==> config.mk <==
export PLATFORM = sky130hd
export DESIGN_NAME = core_top
export DESIGN_NICKNAME = d
export VERILOG_FILES = /design/src/logic/core_pkg.sv /design/src/logic/core_top.sv /design/src/logic/execute_unit.sv /design/src/logic/fetch_unit.sv /design/src/logic/load_store_unit.sv /design/src/logic/memory_arbiter.sv
export VERILOG_INCLUDE_DIRS = /design/src /design/src/logic
export SDC_FILE = /design/constraint.sdc
export NUM_CORES = 2
export LEC_CHECK = 0
export BUFFER_PORTS_ARGS = -buffer_cell sky130_fd_sc_hd__clkbuf_2
export CORE_ASPECT_RATIO = 1.4
export CORE_MARGIN = 1
export CORE_UTILIZATION = 30
export DETAILED_ROUTE_END_ITERATION = 6
export GPL_TIMING_DRIVEN = 0
export PLACE_DENSITY = 0.54
export SYNTH_ARGS = -nofsm -noshare
export SYNTH_HDL_FRONTEND = slang
export SYNTH_HIERARCHICAL = 1
export SYNTH_SLANG_ARGS = --single-unit
==> constraint.sdc <==
create_clock -name clock -period 11.37 [get_ports clock]
set_input_delay 2.8425 -clock clock [delete_from_list [all_inputs] [get_ports clock]]
set_output_delay 2.8425 -clock clock [all_outputs]
set_load 0.005 [all_outputs]
==> src/logic/core_config.svh <==
// widths of the data path and the memory bus
// register file size
// instruction encodings used by decode and fetch
`ifndef CORE_CONFIG_SVH
`define CORE_CONFIG_SVH

// data path and bus widths
`define XLEN            32
`define MEM_DATA_WIDTH  64
`define MEM_TAG_WIDTH   4

// architectural registers
`define REG_COUNT       32
`define REG_IDX_WIDTH   5

// addi x0, x0, 0 and wfi
`define INST_NOP        32'h0000_0013
`define INST_WFI        32'h1050_0073

// major opcodes and function fields of the kept instructions
`define OPCODE_OP_IMM   7'b0010011
`define OPCODE_OP       7'b0110011
`define OPCODE_LOAD     7'b0000011
`define OPCODE_STORE    7'b0100011
`define FUNCT3_ADD      3'b000
`define FUNCT3_WORD     3'b010
`define FUNCT7_ADD      7'b0000000
`define FUNCT7_SUB      7'b0100000

// first fetch address
`define RESET_PC        32'h0000_0000

`endif

==> src/logic/core_pkg.sv <==
// bus commands, access sizes, opcodes and error codes
// FSM state enums for the bus requesters and execute
// packed structs carried between the core blocks
`default_nettype none

`include "core_config.svh"

package core_pkg;

	typedef enum logic [1:0] {
		BUS_NONE  = 2'h0,
		BUS_LOAD  = 2'h1,
		BUS_STORE = 2'h2
	} bus_command_e;

	typedef enum logic [1:0] {
		BYTE   = 2'h0,
		HALF   = 2'h1,
		WORD   = 2'h2,
		DOUBLE = 2'h3
	} mem_size_e;

	// decoded operation
	typedef enum logic [2:0] {
		OP_ADDI,
		OP_ADD,
		OP_SUB,
		OP_LW,
		OP_SW,
		OP_WFI,
		OP_ILLEGAL
	} opcode_e;

	typedef enum logic [1:0] {
		NO_ERROR      = 2'h0,
		HALTED_ON_WFI = 2'h1,
		ILLEGAL_INST  = 2'h2
	} error_status_e;

	// shared by fetch and load/store
	typedef enum logic [1:0] {
		IDLE,
		REQUEST,
		WAIT_REPLY
	} bus_state_e;

	typedef enum logic [1:0] {
		RUN,
		WAIT_MEM,
		HALTED
	} exec_state_e;

	// one requester's view of the bus
	typedef struct packed {
		bus_command_e        command;
		logic [`XLEN-1:0]    addr;
		logic [`XLEN-1:0]    data;
		mem_size_e           size;
	} bus_request_t;

	typedef struct packed {
		logic                valid;
		logic [31:0]         word;
		logic [`XLEN-1:0]    pc;
		logic [`XLEN-1:0]    npc;
	} fetch_packet_t;

	typedef struct packed {
		logic                      valid;
		logic                      store;
		logic [`XLEN-1:0]          addr;
		logic [`XLEN-1:0]          data;
		logic [`REG_IDX_WIDTH-1:0] dest_reg;
		logic [`XLEN-1:0]          npc;
	} mem_op_t;

	typedef struct packed {
		logic                valid;
		logic [`XLEN-1:0]    data;
	} load_result_t;

	typedef struct packed {
		logic                      valid;
		logic                      wr_en;
		logic [`REG_IDX_WIDTH-1:0] wr_idx;
		logic [`XLEN-1:0]          wr_data;
		logic [`XLEN-1:0]          npc;
		error_status_e             error;
	} commit_packet_t;

endpackage

`default_nettype wire

==> src/logic/core_top.sv <==
// top level of the core
// fetch and load/store share the memory bus through the arbiter
`timescale 1ns/1ns
`default_nettype none

`include "core_config.svh"

module core_top import core_pkg::*; (
	input  logic                       clock,
	input  logic                       reset,
	input  logic [`MEM_TAG_WIDTH-1:0]  mem2proc_response,
	input  logic [`MEM_DATA_WIDTH-1:0] mem2proc_data,
	input  logic [`MEM_TAG_WIDTH-1:0]  mem2proc_tag,
	output bus_command_e               proc2mem_command,
	output logic [`XLEN-1:0]           proc2mem_addr,
	output logic [`MEM_DATA_WIDTH-1:0] proc2mem_data,
	output mem_size_e                  proc2mem_size,
	output commit_packet_t             commit
);

	// bus requests and grants
	bus_request_t  fetch_request;
	bus_request_t  data_request;
	logic          fetch_grant;
	logic          data_grant;

	// fetch to execute
	fetch_packet_t inst;
	logic          take;

	// execute to load/store and back
	mem_op_t       mem_op;
	load_result_t  load_result;

	//////////////////////////////////////////////////////////////////////
	// bus peers
	//////////////////////////////////////////////////////////////////////

	memory_arbiter arbiter_0 (
		.clock            (clock),
		.reset            (reset),
		.fetch_request    (fetch_request),
		.data_request     (data_request),
		.fetch_grant      (fetch_grant),
		.data_grant       (data_grant),
		.proc2mem_command (proc2mem_command),
		.proc2mem_addr    (proc2mem_addr),
		.proc2mem_data    (proc2mem_data),
		.proc2mem_size    (proc2mem_size)
	);

	fetch_unit fetch_0 (
		.clock             (clock),
		.reset             (reset),
		.fetch_grant       (fetch_grant),
		.mem2proc_response (mem2proc_response),
		.mem2proc_tag      (mem2proc_tag),
		.mem2proc_data     (mem2proc_data),
		.take              (take),
		.fetch_request     (fetch_request),
		.inst              (inst)
	);

	load_store_unit lsu_0 (
		.clock             (clock),
		.reset             (reset),
		.mem_op            (mem_op),
		.data_grant        (data_grant),
		.mem2proc_response (mem2proc_response),
		.mem2proc_tag      (mem2proc_tag),
		.mem2proc_data     (mem2proc_data),
		.data_request      (data_request),
		.load_result       (load_result)
	);

	// decode through commit
	execute_unit execute_0 (
		.clock       (clock),
		.reset       (reset),
		.inst        (inst),
		.load_result (load_result),
		.take        (take),
		.mem_op      (mem_op),
		.commit      (commit)
	);

endmodule

`default_nettype wire

==> src/logic/execute_unit.sv <==
// decode, register file and ALU
// load/store dispatch, registered commit, halt control
`timescale 1ns/1ns
`default_nettype none

`include "core_config.svh"

module execute_unit import core_pkg::*; (
	input  logic           clock,
	input  logic           reset,
	input  fetch_packet_t  inst,
	input  load_result_t   load_result,
	output logic           take,
	output mem_op_t        mem_op,
	output commit_packet_t commit
);

	exec_state_e               state;
	opcode_e                   op;
	logic [31:0]               word;
	logic [`REG_IDX_WIDTH-1:0] rd;
	logic [`REG_IDX_WIDTH-1:0] rs1;
	logic [`REG_IDX_WIDTH-1:0] rs2;
	logic [`XLEN-1:0]          imm_i;
	logic [`XLEN-1:0]          imm_s;
	logic [`XLEN-1:0]          rs1_val;
	logic [`XLEN-1:0]          rs2_val;
	logic [`XLEN-1:0]          alu_result;
	logic [`XLEN-1:0]          regs [`REG_COUNT];
	commit_packet_t            next_commit;

	//////////////////////////////////////////////////////////////////////
	// decode
	//////////////////////////////////////////////////////////////////////

	// empty buffer decodes as a nop
	assign word  = inst.valid ? inst.word : `INST_NOP;
	assign rd    = word[11:7];
	assign rs1   = word[19:15];
	assign rs2   = word[24:20];
	assign imm_i = {{20{word[31]}}, word[31:20]};
	assign imm_s = {{20{word[31]}}, word[31:25], word[11:7]};

	always_comb begin
		op = OP_ILLEGAL;
		if (word == `INST_WFI) begin
			op = OP_WFI;
		end else if (word[6:0] == `OPCODE_OP_IMM && word[14:12] == `FUNCT3_ADD) begin
			op = OP_ADDI;
		end else if (word[6:0] == `OPCODE_OP && word[14:12] == `FUNCT3_ADD) begin
			if (word[31:25] == `FUNCT7_ADD) begin
				op = OP_ADD;
			end else if (word[31:25] == `FUNCT7_SUB) begin
				op = OP_SUB;
			end
		end else if (word[6:0] == `OPCODE_LOAD && word[14:12] == `FUNCT3_WORD) begin
			op = OP_LW;
		end else if (word[6:0] == `OPCODE_STORE && word[14:12] == `FUNCT3_WORD) begin
			op = OP_SW;
		end
	end

	// x0 always reads zero
	assign rs1_val = (rs1 == '0) ? '0 : regs[rs1];
	assign rs2_val = (rs2 == '0) ? '0 : regs[rs2];

	always_comb begin
		case (op)
			OP_ADD:  alu_result = rs1_val + rs2_val;
			OP_SUB:  alu_result = rs1_val - rs2_val;
			OP_SW:   alu_result = rs1_val + imm_s;
			// addi and lw share base plus imm_i
			default: alu_result = rs1_val + imm_i;
		endcase
	end

	//////////////////////////////////////////////////////////////////////
	// commit and control
	//////////////////////////////////////////////////////////////////////

	assign take = (state == RUN) && inst.valid;

	always_comb begin
		next_commit         = '0;
		next_commit.error   = commit.error;
		if (take) begin
			next_commit.npc    = inst.npc;
			next_commit.wr_idx = rd;
			next_commit.valid  = (op != OP_LW) && (op != OP_SW);
			if (op == OP_ADDI || op == OP_ADD || op == OP_SUB) begin
				next_commit.wr_en   = (rd != '0);
				next_commit.wr_data = alu_result;
			end else if (op == OP_WFI) begin
				next_commit.error = HALTED_ON_WFI;
			end else if (op == OP_ILLEGAL) begin
				next_commit.error = ILLEGAL_INST;
			end
		end else if (state == WAIT_MEM && load_result.valid) begin
			// loads write back, stores only retire
			next_commit.valid   = 1'b1;
			next_commit.npc     = mem_op.npc;
			next_commit.wr_idx  = mem_op.dest_reg;
			next_commit.wr_en   = !mem_op.store && (mem_op.dest_reg != '0);
			next_commit.wr_data = mem_op.store ? '0 : load_result.data;
		end
	end

	always_ff @(posedge clock) begin
		if (reset) begin
			state        <= RUN;
			mem_op.valid <= 1'b0;
			commit.valid <= 1'b0;
			commit.error <= NO_ERROR;
		end else begin
			commit       <= next_commit;
			mem_op.valid <= take && (op == OP_LW || op == OP_SW);
			if (take && (op == OP_LW || op == OP_SW)) begin
				state <= WAIT_MEM;
			end else if (take && (op == OP_WFI || op == OP_ILLEGAL)) begin
				state <= HALTED;
			end else if (state == WAIT_MEM && load_result.valid) begin
				state <= RUN;
			end
		end
	end

	// operation payload holds until the reply
	always_ff @(posedge clock) begin
		if (take) begin
			mem_op.store    <= (op == OP_SW);
			mem_op.addr     <= alu_result;
			mem_op.data     <= rs2_val;
			mem_op.dest_reg <= rd;
			mem_op.npc      <= inst.npc;
		end
		if (next_commit.wr_en) begin
			regs[next_commit.wr_idx] <= next_commit.wr_data;
		end
	end

	// load/store unit only answers an issued operation
	result_expected: assert property (@(posedge clock) disable iff (reset)
		load_result.valid |-> state == WAIT_MEM);

endmodule

`default_nettype wire

==> src/logic/fetch_unit.sv <==
// program counter and instruction fetch FSM
// one-entry prefetch buffer feeding execute
`timescale 1ns/1ns
`default_nettype none

`include "core_config.svh"

module fetch_unit import core_pkg::*; (
	input  logic                       clock,
	input  logic                       reset,
	input  logic                       fetch_grant,
	input  logic [`MEM_TAG_WIDTH-1:0]  mem2proc_response,
	input  logic [`MEM_TAG_WIDTH-1:0]  mem2proc_tag,
	input  logic [`MEM_DATA_WIDTH-1:0] mem2proc_data,
	input  logic                       take,
	output bus_request_t               fetch_request,
	output fetch_packet_t              inst
);

	bus_state_e                state;
	logic [`XLEN-1:0]          pc;
	logic [`MEM_TAG_WIDTH-1:0] tag;
	logic                      accepted;
	logic                      replied;

	// prefetch buffer
	logic                      buf_valid;
	logic [31:0]               buf_word;
	logic [`XLEN-1:0]          buf_pc;

	// response becomes our tag when memory takes the request
	assign accepted = (state == REQUEST) && fetch_grant && (mem2proc_response != '0);
	assign replied  = (state == WAIT_REPLY) && (mem2proc_tag == tag);

	// double word read at the aligned address
	always_comb begin
		fetch_request         = '0;
		fetch_request.addr    = {pc[`XLEN-1:3], 3'b000};
		fetch_request.size    = DOUBLE;
		if (state == REQUEST) begin
			fetch_request.command = BUS_LOAD;
		end
	end

	always_ff @(posedge clock) begin
		if (reset) begin
			state     <= IDLE;
			pc        <= `RESET_PC;
			buf_valid <= 1'b0;
		end else begin
			case (state)
				// next fetch only once the buffer is free
				IDLE: begin
					if (!buf_valid || take) begin
						state <= REQUEST;
					end
				end
				// losing the grant just holds the command
				REQUEST: begin
					if (accepted) begin
						state <= WAIT_REPLY;
					end
				end
				WAIT_REPLY: begin
					if (replied) begin
						state <= IDLE;
						pc    <= pc + `XLEN'd4;
					end
				end
				default: state <= IDLE;
			endcase
			// refill wins over take in the same cycle
			if (replied) begin
				buf_valid <= 1'b1;
			end else if (take) begin
				buf_valid <= 1'b0;
			end
		end
	end

	// tag and buffer payload
	always_ff @(posedge clock) begin
		if (accepted) begin
			tag <= mem2proc_response;
		end
		if (replied) begin
			// pc bit 2 picks the upper word
			buf_word <= pc[2] ? mem2proc_data[`MEM_DATA_WIDTH-1:`XLEN]
			                  : mem2proc_data[`XLEN-1:0];
			buf_pc   <= pc;
		end
	end

	assign inst.valid = buf_valid;
	assign inst.word  = buf_word;
	assign inst.pc    = buf_pc;
	assign inst.npc   = buf_pc + `XLEN'd4;

	// every fetch starts from a word aligned pc
	fetch_aligned: assert property (@(posedge clock) disable iff (reset)
		fetch_request.command != BUS_NONE |-> pc[1:0] == 2'b00);

endmodule

`default_nettype wire

==> src/logic/load_store_unit.sv <==
// data access FSM on the shared bus
// word loads and stores, load data returned to execute
`timescale 1ns/1ns
`default_nettype none

`include "core_config.svh"

module load_store_unit import core_pkg::*; (
	input  logic                       clock,
	input  logic                       reset,
	input  mem_op_t                    mem_op,
	input  logic                       data_grant,
	input  logic [`MEM_TAG_WIDTH-1:0]  mem2proc_response,
	input  logic [`MEM_TAG_WIDTH-1:0]  mem2proc_tag,
	input  logic [`MEM_DATA_WIDTH-1:0] mem2proc_data,
	output bus_request_t               data_request,
	output load_result_t               load_result
);

	bus_state_e                state;
	logic [`MEM_TAG_WIDTH-1:0] tag;
	logic                      accepted;
	logic                      replied;

	// latched operation
	logic                      op_store;
	logic [`XLEN-1:0]          op_addr;
	logic [`XLEN-1:0]          op_data;

	assign accepted = (state == REQUEST) && data_grant && (mem2proc_response != '0);
	assign replied  = (state == WAIT_REPLY) && (mem2proc_tag == tag);

	always_comb begin
		data_request      = '0;
		data_request.addr = op_addr;
		data_request.data = op_data;
		data_request.size = WORD;
		if (state == REQUEST) begin
			data_request.command = op_store ? BUS_STORE : BUS_LOAD;
		end
	end

	always_ff @(posedge clock) begin
		if (reset) begin
			state             <= IDLE;
			load_result.valid <= 1'b0;
		end else begin
			load_result.valid <= 1'b0;
			case (state)
				IDLE: begin
					if (mem_op.valid) begin
						state <= REQUEST;
					end
				end
				// a store is done once accepted
				REQUEST: begin
					if (accepted) begin
						state             <= op_store ? IDLE : WAIT_REPLY;
						load_result.valid <= op_store;
					end
				end
				WAIT_REPLY: begin
					if (replied) begin
						state             <= IDLE;
						load_result.valid <= 1'b1;
					end
				end
				default: state <= IDLE;
			endcase
		end
	end

	// payload, no reset
	always_ff @(posedge clock) begin
		if (state == IDLE && mem_op.valid) begin
			op_store <= mem_op.store;
			op_addr  <= mem_op.addr;
			op_data  <= mem_op.data;
		end
		if (accepted) begin
			tag <= mem2proc_response;
		end
		if (replied) begin
			load_result.data <= mem2proc_data[`XLEN-1:0];
		end
	end

	// execute waits for each result before the next issue
	no_issue_when_busy: assert property (@(posedge clock) disable iff (reset)
		mem_op.valid |-> state == IDLE);

endmodule

`default_nettype wire

==> src/logic/memory_arbiter.sv <==
// shared memory bus arbiter
// data requests win over fetch
// memory ports driven from the winner
`timescale 1ns/1ns
`default_nettype none

`include "core_config.svh"

module memory_arbiter import core_pkg::*; (
	input  logic                       clock,
	input  logic                       reset,
	input  bus_request_t               fetch_request,
	input  bus_request_t               data_request,
	output logic                       fetch_grant,
	output logic                       data_grant,
	output bus_command_e               proc2mem_command,
	output logic [`XLEN-1:0]           proc2mem_addr,
	output logic [`MEM_DATA_WIDTH-1:0] proc2mem_data,
	output mem_size_e                  proc2mem_size
);

	bus_request_t winner;

	// any data command takes the bus
	assign data_grant  = (data_request.command != BUS_NONE);
	assign fetch_grant = !data_grant;

	always_comb begin
		winner = fetch_request;
		if (data_grant) begin
			winner = data_request;
		end
	end

	assign proc2mem_command = winner.command;
	assign proc2mem_addr    = winner.addr;
	// store data rides in the low word
	assign proc2mem_data    = {{(`MEM_DATA_WIDTH-`XLEN){1'b0}}, winner.data};
	assign proc2mem_size    = winner.size;

	//////////////////////////////////////////////////////////////////////
	// checks
	//////////////////////////////////////////////////////////////////////

	// a fetch that loses the grant keeps its command and retries
	fetch_retry: assert property (@(posedge clock) disable iff (reset)
		fetch_request.command != BUS_NONE && !fetch_grant |=>
			fetch_request.command != BUS_NONE);

	// both requesters come out of reset quiet
	quiet_after_reset: assert property (@(posedge clock)
		reset |=> proc2mem_command == BUS_NONE);

endmodule

`default_nettype wire

==> metrics.md <==
| Metric | Value |
|---|---|
| # IOs | 247 |
| Core area | 221000 um^2 |
| Initial antenna violation count | 15 |
| Maximum VDD drop | 0.000110 V |
| Final ANT Viol Nets | 0 |
| Switching part of the total | 22.2% |
| Syn Inst Count | 4832 |
| Tot GR Track Use | 27.2% |
| Layout cells sized above 1 | 19.2% |
| Die height | 560 um |
| DP HPWL | 227 mm |
| Vias post-DR | 50400 |
| Sequential share of power | 51.3% |
| Worst-margin pin slew | 1.61 ns |
| Worst EP arrival | 11.81 ns |
| Worst setup margin | -0.0926 ns |
| Row count | 204 |
| Core Util, Final | 35.2% |
| Total Power | 11.0 mW |
| RSZ-0062 raised after global routing | no |
| Yosys warnings | 6 |
| Max_cap viols | 12 |
| Syn avg cell area | 13.8 um^2 |
| Final GP Congestion | 1.00 |
| Fin crit share | 101% |
| Setup crit start kind | flop |
| CP Capture Type | flop |
| DR vias/cell | 6.04 |
| Post-Route WL | 316 mm |
| DR WL/cell | 37.8 um |
| Root buffer cell | clkbuf_16 |
| Die W | 401 um |
| Clock power frac | 43.7% |
| Dpl cells | 8090 |
| Power per Cell Area | 141 nW/um^2 |
| First-pass GRT wire length | 418 mm |
| DRC viols | 8 |
| Hold Vio Cnt, Final | 0 |
| Die area | 225000 um^2 |
| CTS buffer count | 144 |
| Failing checks | DRC, capacitance limit, slew limit, setup timing |
| Maximum clock insertion buffer count | 4 |
| Starting Density | 30.2% |
| Synthesized area | 66800 um^2 |
| Setup violations, final | 33 |
| Slew Limit Fails | 126 |
| Combinational power share | 5.0% |
| Worst min path class | flop to flop |
| Global route overflow | 0 |
| P_int | 8.56 mW |
| Clock sinks | 1405 |
| Area Growth Syn to Fin | 16.6% |
| Vias in the first global route | 49000 |
| Number of setup buffers added after CTS | 0 |
| Setup CP Type | flop to flop |
| CP max FO | 33 |
| Sw power | 2.44 mW |
| Clock Latency Late Sink | 0.82 ns |
| Clk slew on worst S/H paths | 0.07 ns |
| DP Worst Slack | -1.44 ns |
| Largest net degree at the start of global routing | 41 |
| Final non-filler cell total | 8346 |
| H-Tree Depth | 4 |
| Req. time, crit path | 11.71 ns |
| Drt initial violations | 6846 |
| Skew final | 0.0698 ns |
| Drt pass-1 iters | 7 |
| Status | complete, but fails checks |
| Port Buf Inserts | 213 |
| Final net count | 5467 |
| Peak Freq | 87.2 MHz |
| Final min period | 11.46 ns |
| Relative slew slack | -8.76% |
| CTS tree | built |
| Leak | 25.7 nW |
==> state kept, by name (all words and copies together) (netlist names) <==
register and cells:
lsu_0/load_result 33, fetch_0/buf_word 32, fetch_0/state 2, lsu_0/tag 4, fetch_0/tag 4, fetch_0/buf_valid 1
lsu_0/op_data 32, execute_0/regs 1024, lsu_0/op_addr 32, execute_0/mem_op 103, lsu_0/state 2, execute_0/commit 73
execute_0/state 2, fetch_0/pc 30, fetch_0/buf_pc 30, lsu_0/op_store 1
==> routing by layer <==
layer  part of all wire, %  global-route usage [%]  up-vias
li1                      -                       -    20200
met1                    33                    29.0    25500
met2                    47                    45.6     3525
met3                   8.9                    5.82     1114
met4                    10                    23.4       20
met5                 0.084                   0.486        -
==> per-stage QoR <==
stage / instance area [um^2] / hold WS [ns] / setup TNS, ns
after floorplan: 67200 / 0.400 / 0
after global placement: 71900 / 0.403 / -325.01
after detailed placement: 73200 / 0.405 / -54.12
after CTS: 77800 / 0.390 / 0
after global routing: 77900 / 0.399 / 0
final: 77900 / 0.389 / -2.41
==> final cells by class <==
| class | count | area (um^2) |
|---|---|---|
| flip-flops and latches | 1405 | 41800 |
| plain buffers | 460 | 2460 |
| clock inverters | 60 | 582 |
| fillers | 21400 | 143000 |
| clock buffers | 184 | 3990 |
| inverters | 66 | 250 |
| diodes | 10 | 25.0 |
| multi-input cells | 3001 | 23100 |
| repair buffers | 276 | 2140 |
| well taps | 2884 | 3610 |
==> final timing paths <==
kind | slack [ns] | start | endpoint | cells past startpoint
worst max-delay path | -0.09 | fetch_0/buf_valid | execute_0/commit[65] | 25
worst min-delay path | 0.39 | execute_0/mem_op[91] | lsu_0/op_addr[22] | 0
worst min register to register | 0.39 | execute_0/mem_op[91] | lsu_0/op_addr[22] | 0
worst max register to register | -0.09 | fetch_0/buf_valid | execute_0/commit[65] | 25
==> power by group through the flow <==
stage	clock, mW	sequential, mW	combinational (mW)
after floorplan	0	5.75	0.289
after global placement	0	5.76	0.534
after detailed placement	0	5.76	0.539
after CTS	4.84	5.64	0.541
after global routing	5.02	5.64	0.569
final	4.80	5.64	0.552
==> critical path: stages, from the launching register on <==
cell       delay (ns)
dfxtp_1          0.36
buf_4            0.12
clkbuf_2         0.21
buf_2            0.46
inv_1            0.17
clkbuf_2         0.51
buf_1            0.76
nor2_2           0.68
clkbuf_1         0.83
clkbuf_1         0.85
o22ai_1          0.17
nand3_1          0.26
o311ai_0         0.42
a21oi_1          0.51
ha_1             0.37
a21oi_1          0.17
o21a_1           0.16
nand3_1          0.09
a221o_1          0.46
a31o_2           0.37
a2111oi_1        0.86
o31ai_1          0.25
o41ai_2          0.76
nor3_1           0.14
a2111oi_1        0.47
nand2_2          0.50
==> cells in the final DEF, fill, tap and decap left out, types with 53 or more instances in the layout <==
master and count:
a2111oi_0 64, a21oi_1 182, a221o_1 67, a221oi_1 76, buf_2 53, buf_4 141, clkbuf_1 220, clkbuf_16 152
clkbuf_2 233, conb_1 106, edfxtp_1 1363, inv_1 63, mux2_2 176, mux2i_1 521, nand2_1 131, nand3_1 116
nor2_1 273, nor3_1 53, o21ai_0 173, o221ai_1 84, o22ai_1 173, o311ai_0 62, xnor2_1 72
==> repair_timing <==
item                                    4_1_cts  5_1_grt
hold buffers                                  0        0
resized for setup                             8        5
endpoints found under the setup margin       99       66
gates cloned                                  0        0
pin swaps                                     0        0
(Power assumes the default switching activity.)
